`src/pkt_match_cfg.svh`:
```
/*
 * Packet matcher configuration
 * Word geometry, symbol table size and result FIFO depth
 */

`ifndef PKT_MATCH_CFG_SVH
`define PKT_MATCH_CFG_SVH

// Bytes carried by one ingress word
`define PM_WORD_BYTES 8

// Type field size and its highest legal start byte
`define PM_TYPE_BYTES 4
`define PM_TYPE_MAX_OFF 4

// Symbol table entries
`define PM_NUM_SYMBOLS 4

// Word index and buffer tag widths
`define PM_WORD_OFF_BITS 8
`define PM_BUFFER_BITS 16

// Result FIFO entries
`define PM_FIFO_DEPTH 16

`endif
```
`src/logic/pkt_match_pkg.sv`:
```
/*
 * Packet matcher types
 * Ingress word, match operands, symbol table and result formats
 */

`include "pkt_match_cfg.svh"

package pkt_match_pkg;

  localparam int LEN_BITS = $clog2(`PM_WORD_BYTES);

  // Word index inside a packet
  typedef logic [`PM_WORD_OFF_BITS-1:0] word_off_t;

  // Host buffer tag
  typedef logic [`PM_BUFFER_BITS-1:0] buffer_t;

  // One bit per byte of a word
  typedef logic [`PM_WORD_BYTES-1:0] byte_mask_t;

  // Ingress word, length is the last valid byte on eop
  typedef struct packed {
    logic                            sop;
    logic                            eop;
    logic [LEN_BITS-1:0]             length;
    logic [`PM_WORD_BYTES-1:0][7:0]  data;
  } pkt_word_t;

  // Location of the type field
  typedef struct packed {
    word_off_t           word;
    logic [LEN_BITS-1:0] off;
  } type_off_t;

  // Type field bytes, byte 0 first on the wire
  typedef logic [`PM_TYPE_BYTES-1:0][7:0] packet_type_t;

  // One symbol entry
  typedef struct packed {
    logic                             valid;
    word_off_t                        off;
    logic [`PM_WORD_BYTES*8-1:0]      match;
    buffer_t                          buffer;
  } sym_entry_t;

  typedef sym_entry_t [`PM_NUM_SYMBOLS-1:0] sym_table_t;

  // Symbol matcher verdict for the current word
  typedef struct packed {
    logic    found;
    buffer_t buffer;
  } match_res_t;

  // Host side word
  typedef struct packed {
    logic                            sop;
    logic                            eop;
    logic [LEN_BITS-1:0]             length;
    logic [`PM_WORD_BYTES-1:0][7:0]  data;
    buffer_t                         buffer;
  } result_t;

  // Bytes 0 up to len are valid
  function automatic byte_mask_t len_to_mask(input logic [LEN_BITS-1:0] len);
    byte_mask_t mask;
    for (int i = 0; i < `PM_WORD_BYTES; i++) begin
      mask[i] = (i <= int'(len));
    end
    return mask;
  endfunction

endpackage

```
`src/logic/pkt_match_top.sv`:
```
/*
 * Packet matcher top level
 * Framer with type and symbol matchers feeding the result FIFO
 */

`timescale 1ns/1ps

module pkt_match_top import pkt_match_pkg::*; (
  input  logic         clk_net,
  input  logic         rst_host,
  input  logic         in_vld,
  input  pkt_word_t    in_word,
  input  type_off_t    type_off,
  input  packet_type_t pkt_type,
  input  sym_table_t   sym_table,
  output logic         out_vld,
  output result_t      out_word
);

  // Framer to matchers
  logic         cur_vld;
  pkt_word_t    cur_word;
  word_off_t    word_off;
  type_off_t    type_off_q;
  packet_type_t pkt_type_q;
  sym_table_t   sym_table_q;

  // Matcher verdicts
  logic         type_found;
  match_res_t   sym_res;

  // Framer to FIFO
  logic         push;
  result_t      push_data;

  pkt_framer u_framer (
    .clk_net     (clk_net),
    .rst_host    (rst_host),
    .in_vld      (in_vld),
    .in_word     (in_word),
    .type_off    (type_off),
    .pkt_type    (pkt_type),
    .sym_table   (sym_table),
    .type_found  (type_found),
    .sym_res     (sym_res),
    .cur_vld     (cur_vld),
    .cur_word    (cur_word),
    .word_off    (word_off),
    .type_off_q  (type_off_q),
    .pkt_type_q  (pkt_type_q),
    .sym_table_q (sym_table_q),
    .push        (push),
    .push_data   (push_data)
  );

  type_matcher u_type_matcher (
    .cur_vld    (cur_vld),
    .cur_word   (cur_word),
    .word_off   (word_off),
    .type_off_q (type_off_q),
    .pkt_type_q (pkt_type_q),
    .type_found (type_found)
  );

  symbol_matcher u_symbol_matcher (
    .cur_vld     (cur_vld),
    .cur_word    (cur_word),
    .word_off    (word_off),
    .sym_table_q (sym_table_q),
    .sym_res     (sym_res)
  );

  // Results carry the full host word
  result_fifo #(
    .T_DATA (result_t)
  ) u_result_fifo (
    .clk_net   (clk_net),
    .rst_host  (rst_host),
    .push      (push),
    .push_data (push_data),
    .out_vld   (out_vld),
    .out_data  (out_word)
  );

endmodule

```
`src/logic/result_fifo.sv`:
```
/*
 * Result FIFO
 * Synchronous circular buffer that drains itself into a registered output
 */

`timescale 1ns/1ps

`include "pkt_match_cfg.svh"

module result_fifo import pkt_match_pkg::*; #(
  parameter type T_DATA = result_t,
  parameter int  DEPTH  = `PM_FIFO_DEPTH
) (
  input  logic  clk_net,
  input  logic  rst_host,
  input  logic  push,
  input  T_DATA push_data,
  output logic  out_vld,
  output T_DATA out_data
);

  localparam int PTR_W = (DEPTH > 1) ? $clog2(DEPTH) : 1;
  localparam int CNT_W = $clog2(DEPTH + 1);

  T_DATA            mem [DEPTH];
  logic [PTR_W-1:0] wr_ptr;
  logic [PTR_W-1:0] rd_ptr;
  logic [CNT_W-1:0] count;
  logic             empty;
  logic             full;
  logic             pop;

  assign empty = (count == '0);
  assign full  = (count == CNT_W'(DEPTH));

  // No host back-pressure so drain every cycle there is data
  assign pop = ~empty;

  always_ff @(posedge clk_net) begin
    if (push) begin
      mem[wr_ptr] <= push_data;
    end
  end

  // Pointers wrap at DEPTH for any depth
  always_ff @(posedge clk_net) begin
    if (rst_host) begin
      wr_ptr <= '0;
    end else if (push) begin
      wr_ptr <= (wr_ptr == PTR_W'(DEPTH - 1)) ? '0 : wr_ptr + 1'b1;
    end
  end

  always_ff @(posedge clk_net) begin
    if (rst_host) begin
      rd_ptr <= '0;
    end else if (pop) begin
      rd_ptr <= (rd_ptr == PTR_W'(DEPTH - 1)) ? '0 : rd_ptr + 1'b1;
    end
  end

  // Occupancy holds when push and pop coincide
  always_ff @(posedge clk_net) begin
    if (rst_host) begin
      count <= '0;
    end else if (push && !pop) begin
      count <= count + 1'b1;
    end else if (pop && !push) begin
      count <= count - 1'b1;
    end
  end

  // Output stage
  always_ff @(posedge clk_net) begin
    if (rst_host) begin
      out_vld <= 1'b0;
    end else begin
      out_vld <= pop;
    end
  end

  always_ff @(posedge clk_net) begin
    if (pop) begin
      out_data <= mem[rd_ptr];
    end
  end

  no_push_full: assert property (@(posedge clk_net) disable iff (rst_host)
    !(push && full))
    else $error("push into a full result FIFO");

  count_bound: assert property (@(posedge clk_net) disable iff (rst_host)
    count <= CNT_W'(DEPTH))
    else $error("result FIFO occupancy above depth");

endmodule

```
`src/logic/symbol_matcher.sv`:
```
/*
 * Symbol matcher
 * Compares the current word against each symbol entry at its word index
 */

`timescale 1ns/1ps

`include "pkt_match_cfg.svh"

module symbol_matcher import pkt_match_pkg::*; (
  input  logic       cur_vld,
  input  pkt_word_t  cur_word,
  input  word_off_t  word_off,
  input  sym_table_t sym_table_q,
  output match_res_t sym_res
);

  logic [`PM_NUM_SYMBOLS-1:0] hit;
  logic                       full_word;
  buffer_t                    sel_buffer;

  // Symbols are a whole word so a short tail cannot hold one
  assign full_word = ~cur_word.eop | (cur_word.length == '1);

  always_comb begin
    for (int i = 0; i < `PM_NUM_SYMBOLS; i++) begin
      hit[i] = sym_table_q[i].valid
             & (sym_table_q[i].off == word_off)
             & (cur_word.data == sym_table_q[i].match);
    end
  end

  // Ascending scan so the highest index wins
  always_comb begin
    sel_buffer = '0;
    for (int i = 0; i < `PM_NUM_SYMBOLS; i++) begin
      if (hit[i]) begin
        sel_buffer = sym_table_q[i].buffer;
      end
    end
  end

  assign sym_res.found  = cur_vld & full_word & (|hit);
  assign sym_res.buffer = sel_buffer;

  // Overlapping entries point to a bad table
  multi_hit: assert final (!(cur_vld && full_word) || $onehot0(hit))
    else $warning("several symbol entries hit the same word");

endmodule

```
`src/logic/type_matcher.sv`:
```
/*
 * Type field matcher
 * Compares the 4 type bytes against every legal window of the current word
 */

`timescale 1ns/1ps

`include "pkt_match_cfg.svh"

module type_matcher import pkt_match_pkg::*; (
  input  logic         cur_vld,
  input  pkt_word_t    cur_word,
  input  word_off_t    word_off,
  input  type_off_t    type_off_q,
  input  packet_type_t pkt_type_q,
  output logic         type_found
);

  byte_mask_t valid_mask;
  byte_mask_t win_hit;
  logic       in_word;
  logic       off_ok;

  // All bytes count unless this is a short tail word
  assign valid_mask = len_to_mask(cur_word.length) | {`PM_WORD_BYTES{~cur_word.eop}};

  // Expected word and a start offset that keeps the field inside it
  assign in_word = (word_off == type_off_q.word);
  assign off_ok  = (int'(type_off_q.off) <= `PM_TYPE_MAX_OFF);

  always_comb begin
    win_hit = '0;
    for (int i = 0; i <= `PM_TYPE_MAX_OFF; i++) begin
      win_hit[i] = 1'b1;
      for (int j = 0; j < `PM_TYPE_BYTES; j++) begin
        // An invalid byte anywhere in the window kills it
        win_hit[i] &= valid_mask[i+j] & (cur_word.data[i+j] == pkt_type_q[j]);
      end
    end
  end

  assign type_found = cur_vld & in_word & off_ok & win_hit[type_off_q.off];

endmodule

```
`src/logic/pkt_framer.sv`:
```
/*
 * Packet framer
 * Latches ingress words, tracks packet boundaries and word index,
 * holds match state per packet and builds the result pushed to the FIFO
 */

`timescale 1ns/1ps

module pkt_framer import pkt_match_pkg::*; (
  input  logic         clk_net,
  input  logic         rst_host,
  input  logic         in_vld,
  input  pkt_word_t    in_word,
  input  type_off_t    type_off,
  input  packet_type_t pkt_type,
  input  sym_table_t   sym_table,
  input  logic         type_found,
  input  match_res_t   sym_res,
  output logic         cur_vld,
  output pkt_word_t    cur_word,
  output word_off_t    word_off,
  output type_off_t    type_off_q,
  output packet_type_t pkt_type_q,
  output sym_table_t   sym_table_q,
  output logic         push,
  output result_t      push_data
);

  typedef enum logic {
    IDLE      = 1'b0,
    IN_PACKET = 1'b1
  } state_t;

  // Match progress kept across the words of one packet
  typedef struct packed {
    logic    got_type;
    logic    got_symbol;
    buffer_t buffer;
  } match_st_t;

  state_t    state_q;
  state_t    state_d;
  logic      capture;
  match_st_t match_q;
  match_st_t match_d;

  // Operands load with the sop word itself
  assign capture = in_vld & in_word.sop;

  always_comb begin
    state_d = state_q;
    push    = 1'b0;
    case (state_q)
      IDLE: begin
        // Resync on sop, stray body words are dropped
        if (cur_vld && cur_word.sop) begin
          push = 1'b1;
          if (!cur_word.eop) begin
            state_d = IN_PACKET;
          end
        end
      end
      IN_PACKET: begin
        if (cur_vld) begin
          push = 1'b1;
          // Tail word closes the packet
          if (cur_word.eop) begin
            state_d = IDLE;
          end
        end
      end
      default: begin
        state_d = IDLE;
      end
    endcase
  end

  // Fold the current word's hits into the retained state
  always_comb begin
    match_d            = match_q;
    match_d.got_type   = match_q.got_type | (push & type_found);
    match_d.got_symbol = match_q.got_symbol | (push & sym_res.found);
    if (push && sym_res.found) begin
      match_d.buffer = sym_res.buffer;
    end
  end

  // Payload forwarded unchanged
  always_comb begin
    push_data.sop    = cur_word.sop;
    push_data.eop    = cur_word.eop;
    push_data.length = cur_word.length;
    push_data.data   = cur_word.data;
    // Tag only on eop and only with both hits in this packet
    if (cur_word.eop && match_d.got_type && match_d.got_symbol) begin
      push_data.buffer = match_d.buffer;
    end else begin
      push_data.buffer = '0;
    end
  end

  always_ff @(posedge clk_net) begin
    if (rst_host) begin
      cur_vld <= 1'b0;
    end else begin
      cur_vld <= in_vld;
    end
  end

  always_ff @(posedge clk_net) begin
    if (in_vld) begin
      cur_word <= in_word;
    end
  end

  always_ff @(posedge clk_net) begin
    if (capture) begin
      type_off_q  <= type_off;
      pkt_type_q  <= pkt_type;
      sym_table_q <= sym_table;
    end
  end

  always_ff @(posedge clk_net) begin
    if (rst_host) begin
      state_q <= IDLE;
    end else begin
      state_q <= state_d;
    end
  end

  // Word index restarts at zero for the incoming sop
  always_ff @(posedge clk_net) begin
    if (rst_host || capture) begin
      word_off <= '0;
    end else if (push) begin
      word_off <= word_off + 1'b1;
    end
  end

  always_ff @(posedge clk_net) begin
    if (rst_host || capture) begin
      match_q <= '0;
    end else if (push) begin
      match_q <= match_d;
    end
  end

  // A new packet opens only after the previous one closed
  sop_when_idle: assert property (@(posedge clk_net) disable iff (rst_host)
    (cur_vld && cur_word.sop) |-> (state_q == IDLE))
    else $error("framer got sop inside an open packet");

endmodule

```
`config.mk`:
```
export PLATFORM = sky130hd
export DESIGN_NAME = pkt_match_top
export DESIGN_NICKNAME = d
export VERILOG_FILES = /design/src/logic/pkt_match_pkg.sv /design/src/logic/pkt_match_top.sv /design/src/logic/result_fifo.sv /design/src/logic/symbol_matcher.sv /design/src/logic/type_matcher.sv /design/src/logic/pkt_framer.sv
export VERILOG_INCLUDE_DIRS = /design/src
export SDC_FILE = /design/constraint.sdc
export NUM_CORES = 2
export LEC_CHECK = 0
export ABC_AREA = 0
export ABC_CLOCK_PERIOD_IN_PS = 13100
export BUFFER_PORTS_ARGS = -buffer_cell sky130_fd_sc_hd__buf_4
export CAP_MARGIN = 0
export CORE_MARGIN = 2
export CORE_UTILIZATION = 30
export CTS_CLUSTER_DIAMETER = 200
export DETAILED_ROUTE_END_ITERATION = 7
export GPL_ROUTABILITY_DRIVEN = 0
export PLACE_DENSITY_LB_ADDON = 0.2
export SLEW_MARGIN = 25
export SYNTH_ARGS = -nofsm -noshare
export SYNTH_HDL_FRONTEND = slang
export SYNTH_SLANG_ARGS = --single-unit
```
`constraint.sdc`:
```
create_clock -name clk_net -period 13.1 [get_ports clk_net]
set_input_delay 0 -clock clk_net [delete_from_list [all_inputs] [get_ports clk_net]]
set_output_delay 0 -clock clk_net [all_outputs]
set_load 0.005 [all_outputs]
```
Word-level counts from Yosys, hierarchy flattened

Memories as Yosys holds them, arrays and structs flattened. A register that Yosys moved wholly into a read port is not among the register bits.
Index checks and enable logic that the tools add are counted.

Bits in registers: 510
Memory bits (writable): 1,360
Input port bits: 471
Output and inout port bits: 86
Word-level logic and storage cells: 181
Memories: 1

$add $sub $neg: 5
Magnitude comparators: 9
Equal/unequal tests: 32
Multiplexer cells: 21
Bitwise operators: 58
Reductions and logical operators: 12

Memories:

| name              | words | width | read ports | clocked after Yosys merged registers in | write ports | line              | text |
|---|---|---|---|---|---|---|---|
| u_result_fifo.mem | 16    | 85    | 1          | 1                                       | 1           | result_fifo.sv:25 | `T_DATA mem [DEPTH];` |

Operators by type and width:

| cell                                                                            | count |
|---|---|
| 64-bit == test                                                                  | 4 |
| 8-bit == test                                                                   | 25 |
| 16-bit two-way mux                                                              | 6 |
| 1-bit AND                                                                       | 51 |
| 3-bit less-or-equal comparator, first input constant                            | 4 |
| 5-bit two-way mux                                                               | 2 |
| 4-bit by 1-bit adder with 4-bit output, second input constant                   | 2 |
| 8-bit by 1-bit adder with 8-bit output, second input constant                   | 1 |
| 4-bit == test, second input constant                                            | 2 |
| 1-bit two-way mux                                                               | 8 |
| 4-bit two-way mux                                                               | 2 |
| 8-bit OR                                                                        | 1 |
| 2-bit by 3-bit less-or-equal comparator with 1-bit output, first input constant | 2 |
| 1-bit logical AND                                                               | 6 |
| 5-bit by 1-bit adder with 5-bit output, second input constant                   | 1 |
| 5-bit zero test                                                                 | 1 |
| 5-bit by 1-bit subtractor with 5-bit output, second input constant              | 1 |
| 3-bit by 4-bit less-than comparator with 1-bit output, second input constant    | 1 |
| 1-bit one-hot mux with 2 select lines                                           | 2 |
| 4-bit OR reduction                                                              | 1 |
| 1-bit binary-select mux with 3-bit select                                       | 1 |
| 3-bit == test, second input constant                                            | 1 |
| 1-bit by 3-bit less-or-equal comparator with 1-bit output, first input constant | 1 |
| 3-bit less-or-equal comparator, second input constant                           | 1 |
| 5 further kinds                                                                 | 10 |

Depth between registers and ports, before layout

Word-level depth: 14
Mapped depth: 11
Gate-level depth less buffers: 10

By module

A second synthesis with hierarchy kept.

Cells, all modules: 3,802
Area total of the unflattened synthesis: 76,105.5 um^2

Modules (own cells, without submodules):

| module         | instances | cells an instance | area an instance (um^2) | sequential area each (um^2) |
|---|---|---|---|---|
| result_fifo    | 1         | 2,268             | 54,158.2                | 43,671.9 |
| pkt_framer     | 1         | 702               | 15,822.7                | 14,614.0 |
| symbol_matcher | 1         | 558               | 3,997.6                 | 0.0 |
| type_matcher   | 1         | 274               | 2,127.0                 | 0.0 |

Least setup slack after synthesis

OpenSTA, ideal clock, no wires.

Path kind: input port to flip-flop
From: input in_word[68] (netlist name)
To: register u_framer.match_q[10] (netlist name)
Arrival time: 10.661 ns
Data required time: 12.964 ns
Setup slack: 2.302 ns
Stages on the path: 5
Cells stage by stage: and2_1 > or2_2 > clkbuf_1 > clkbuf_1 > nor3_1

Word-level cells in the longest chain between the ends: 2

RTL lines:

| item                   | line                | text |
|---|---|---|
| start: declaration     | pkt_match_top.sv:12 | `input pkt_word_t in_word,` |
| 1-bit AND              | pkt_framer.sv:48    | `assign capture = in_vld & in_word.sop;` |
| 1-bit logical OR       | pkt_framer.sv:142   | `if (rst_host \|\| capture) begin` |
| end signal: assignment | pkt_framer.sv:145   | `match_q <= match_d;` |
| end: declaration       | pkt_framer.sv:44    | `match_st_t match_q;` |

No other way between the ends.
A chain may end at the register's enable or synchronous reset.

==> metrics.cfg <==
[status]
status=finished, final reports clean

[worst_setup_path]
cpMaxStageDelayCell=nor3_2
path_cells=buf_4 > nor2b_1 > or4_1 > or4_1 > nor4_1 > nand3_1 > a41oi_4 > buf_4 > o211ai_2 > buf_4 > nor3_2
cp.required_ns=13.61
crit_path_start_kind=flip-flop
crit_fanout=41
arrival_ns=5.86
worst-setup-path-type=flip-flop to flip-flop
cp_num_buf_inv=3
crit_path_start=u_framer.cur_word[44]$_DFFE_PP_
cp_common_cell=buf_4
reg2reg_from=u_framer.cur_word[44]$_DFFE_PP_
crit_path_end_kind=flip-flop
cp_top_family=simple AND/OR/NAND/NOR gates
slowest_delay_ns=0.77

[routing]
drc_errors=0
drt-pass1-iter-count=6
drtIter0Drc=4635
viasPerCell=4.99
wl_met3_um=14500
met2WireLength_um=137000
post_drt_wl_per_cell_um=31.4
vias=44500
drt_wl_total_um=280000
wl_met1_um=120000
highest_layer=met5
antenna_left=0

[clock_tree]
tritoncts=done
cts_resized=0
cts-root-buf=clkbuf_16
clkSinkCount=1955
clk_latency_ns=0.90
postCtsSetupBuffers=0
cts_buffer_depth=3
numCtsBuffers=210
htreeDepth=4
cts_hold_buf=934
clkTransAtPathRegs_ns=0.06

[placement]
numPortBuffers=556
dp_slack_ns=7.65
dp_hpwl_um=183000
placedCellCount=7595

[synth]
postSynthCellCount=3756
ys_seq_elements=1955
synth_nets=4236
avgSynthCellArea_um2=20.5
yosysSeqAreaShare=0.757
synth_edf_count=1913
synth-main-ff-cell=edfxtp_1
yosys_warnings=0
synthesis.area_um2=77000
synthDistinctLibCells=67
synthArstFlopShare=0

[layout]
areaGrowthSynthToFinish_pct=32.2
multi_input_area_um2=17700
fillCellCount=22900
layout-drive-gt1-share=0.265
fin_cells=8918
num-nets-final=5857
regArea_um2=58300

[timing]
fmax_mhz=187
fin_crit_sh=0.408
relSlewSlack=0.278
setup_tns_ns=0
period_minus_slack_ns=5.35
tightest_slew_ns=1.08
rsz0062_at_grt=false
setup_viol_count_final=0
finalHoldViolCount=0
skew_ns=0.105
slew_viol_final=0
fin_ws_ns=7.75

[die]
die_w_um=511
io_pins=557
initial_core_util=0.302
die-area_um2=261000
rows=185
die_h_um=511
core_um2=255000

[global_route]
track_usage=0.213
grt_pass1_wl_um=382000
grt_max_degree=143
antenna_found_initial=36
grt_pass1_vias=45900
gr-total-overflow=0

[power_and_ir_drop]
ir_drop_v=0.000137
p_leak_uw=0.0336
p_per_area_nw_per_um2=162

[min_path]
hp-class=primary input to flip-flop
worstHoldStart=rst_host

[job]
maxCapViolCount=0

worst paths after layout:
check	to	slack (ns)	depth (start not counted)
hold reg to reg	u_framer.state_q$_SDFF_PP0_	0.47	1
hold / removal	u_result_fifo.rd_ptr[3]$_SDFFE_PP0P_	0.07	3
setup reg to reg	u_result_fifo.mem[15][13]$_DFFE_PP_	7.75	11
setup / recovery	u_result_fifo.mem[15][13]$_DFFE_PP_	7.75	11
synthesized netlist by cell type (5+ instances only):
| library cell | n | share of area |
|---|---|---|
| a2111oi_0 | 5 | 0.00057 |
| a211oi_1 | 5 | 0.00049 |
| a211oi_2 | 18 | 0.0029 |
| a21oi_1 | 21 | 0.0014 |
| a221oi_1 | 6 | 0.00068 |
| a22o_1 | 6 | 0.00068 |
| and2_1 | 6 | 0.00049 |
| and4_1 | 10 | 0.0011 |
| buf_1 | 26 | 0.0013 |
| buf_2 | 28 | 0.0018 |
| buf_6 | 7 | 0.0010 |
| clkbuf_1 | 160 | 0.0078 |
| dfxtp_1 | 42 | 0.011 |
| edfxtp_1 | 1913 | 0.75 |
| ha_1 | 9 | 0.0015 |
| inv_1 | 51 | 0.0025 |
| mux4_2 | 425 | 0.12 |
| nand2_1 | 50 | 0.0024 |
| nand2b_1 | 104 | 0.0085 |
| nand3_1 | 30 | 0.0020 |
| nand4_1 | 94 | 0.0076 |
| nand4b_1 | 6 | 0.00068 |
| nor2_1 | 70 | 0.0034 |
| nor2b_1 | 30 | 0.0024 |
| nor3_1 | 31 | 0.0020 |
| nor4_1 | 80 | 0.0065 |
| o2111ai_1 | 22 | 0.0025 |
| o211ai_1 | 5 | 0.00049 |
| o21ai_0 | 12 | 0.00078 |
| o22ai_1 | 6 | 0.00049 |
| o311a_1 | 11 | 0.0014 |
| o31a_1 | 11 | 0.0013 |
| or3_1 | 5 | 0.00041 |
| or4_1 | 12 | 0.0012 |
| xnor2_1 | 174 | 0.020 |
| xor2_1 | 213 | 0.024 |
flip-flops by register name, summed over array words and instances (netlist names), 4 cells and up:
signal	count
u_framer.cur_word	69
u_framer.match_q	18
u_framer.pkt_type_q	32
u_framer.sym_table_q	356
u_framer.type_off_q	11
u_framer.word_off	8
u_result_fifo.count	5
u_result_fifo.mem	1360
u_result_fifo.out_data	85
u_result_fifo.rd_ptr	4
u_result_fifo.wr_ptr	4
area by class of cell:
class | count | share of cell area
tap | 3366 | 0.0414
multi-input combinational | 1523 | 0.174
timing repair buffer | 1633 | 0.144
inverter | 54 | 0.00202
sequential | 1955 | 0.573
clock inverter | 98 | 0.0104
antenna | 8 | 0.000197
clock buffer | 281 | 0.0551
logic make-up (layout without fill, tap and decap cells):
family / count (synthesis) / in the layout / synth area share
adders and majority gates: 9 / 9 / 0.00146
muxes: 426 / 426 / 0.124
AOI/OAI and AO/OA: 146 / 146 / 0.0160
buffers and inverters: 278 / 2066 / 0.0148
other: 0 / 8 / 0
DFF: 1955 / 1955 / 0.757
xor gates and xnor gates: 387 / 387 / 0.0440
and+or+nand+nor: 555 / 555 / 0.0421
worst reg2reg max path: cells and delay by family (launching register included):
family	cells	cell delay [ns]
simple gates	6	3.11
buf+inv	3	1.09
compound gates	2	0.41
flops	1	0.36
report_power, final:
group / switching [uW] / total, uW / internal, uW / leakage (uW)
logic: 1610 / 3180 / 1560 / 0.0124
registers: 266 / 7530 / 7260 / 0.0181
clock network: 2580 / 5750 / 3170 / 0.00316
total: 4450 / 16500 / 12000 / 0.0336
per-layer routing:
layer	vias up	global-route usage
li1	18600	-
met1	23600	0.287
met2	1830	0.357
met3	429	0.0276
met4	4	0.0694
met5	-	0
metrics by stage:
| stage | hold WS [ns] | power (uW) | cell area [um2] | utilization |
|---|---|---|---|---|
| after floorplan | 0.0989 | 9320 | 77000 | - |
| after global placement | 0.179 | 10700 | 85700 | 0.336 |
| after detailed placement | 0.179 | 10700 | 85700 | 0.337 |
| after CTS | 0.00814 | 16700 | 102000 | 0.399 |
| after global routing | 0.0280 | 17100 | 102000 | 0.400 |
| final | 0.0713 | 16500 | 102000 | 0.400 |
cells in the final DEF (no fill, tap or decap), drive strengths merged, types with 22 or more instances in the layout:
cell / netlist / layout
inv: 54 / 59
nor2b: 30 / 30
nand2: 50 / 50
xor2: 213 / 213
clkbuf: 160 / 281
edfxtp: 1913 / 1913
dfxtp: 42 / 42
nor2: 70 / 70
nand4: 95 / 95
a21oi: 22 / 22
nand3: 31 / 31
a211oi: 23 / 23
nand2b: 104 / 104
clkinv: 0 / 72
dlygate4sd3: 0 / 934
nor4: 81 / 81
buf: 64 / 699
nor3: 32 / 32
xnor2: 174 / 174
o2111ai: 22 / 22
mux4: 425 / 425
No activity file was read; power rests on OpenSTA's default activity.
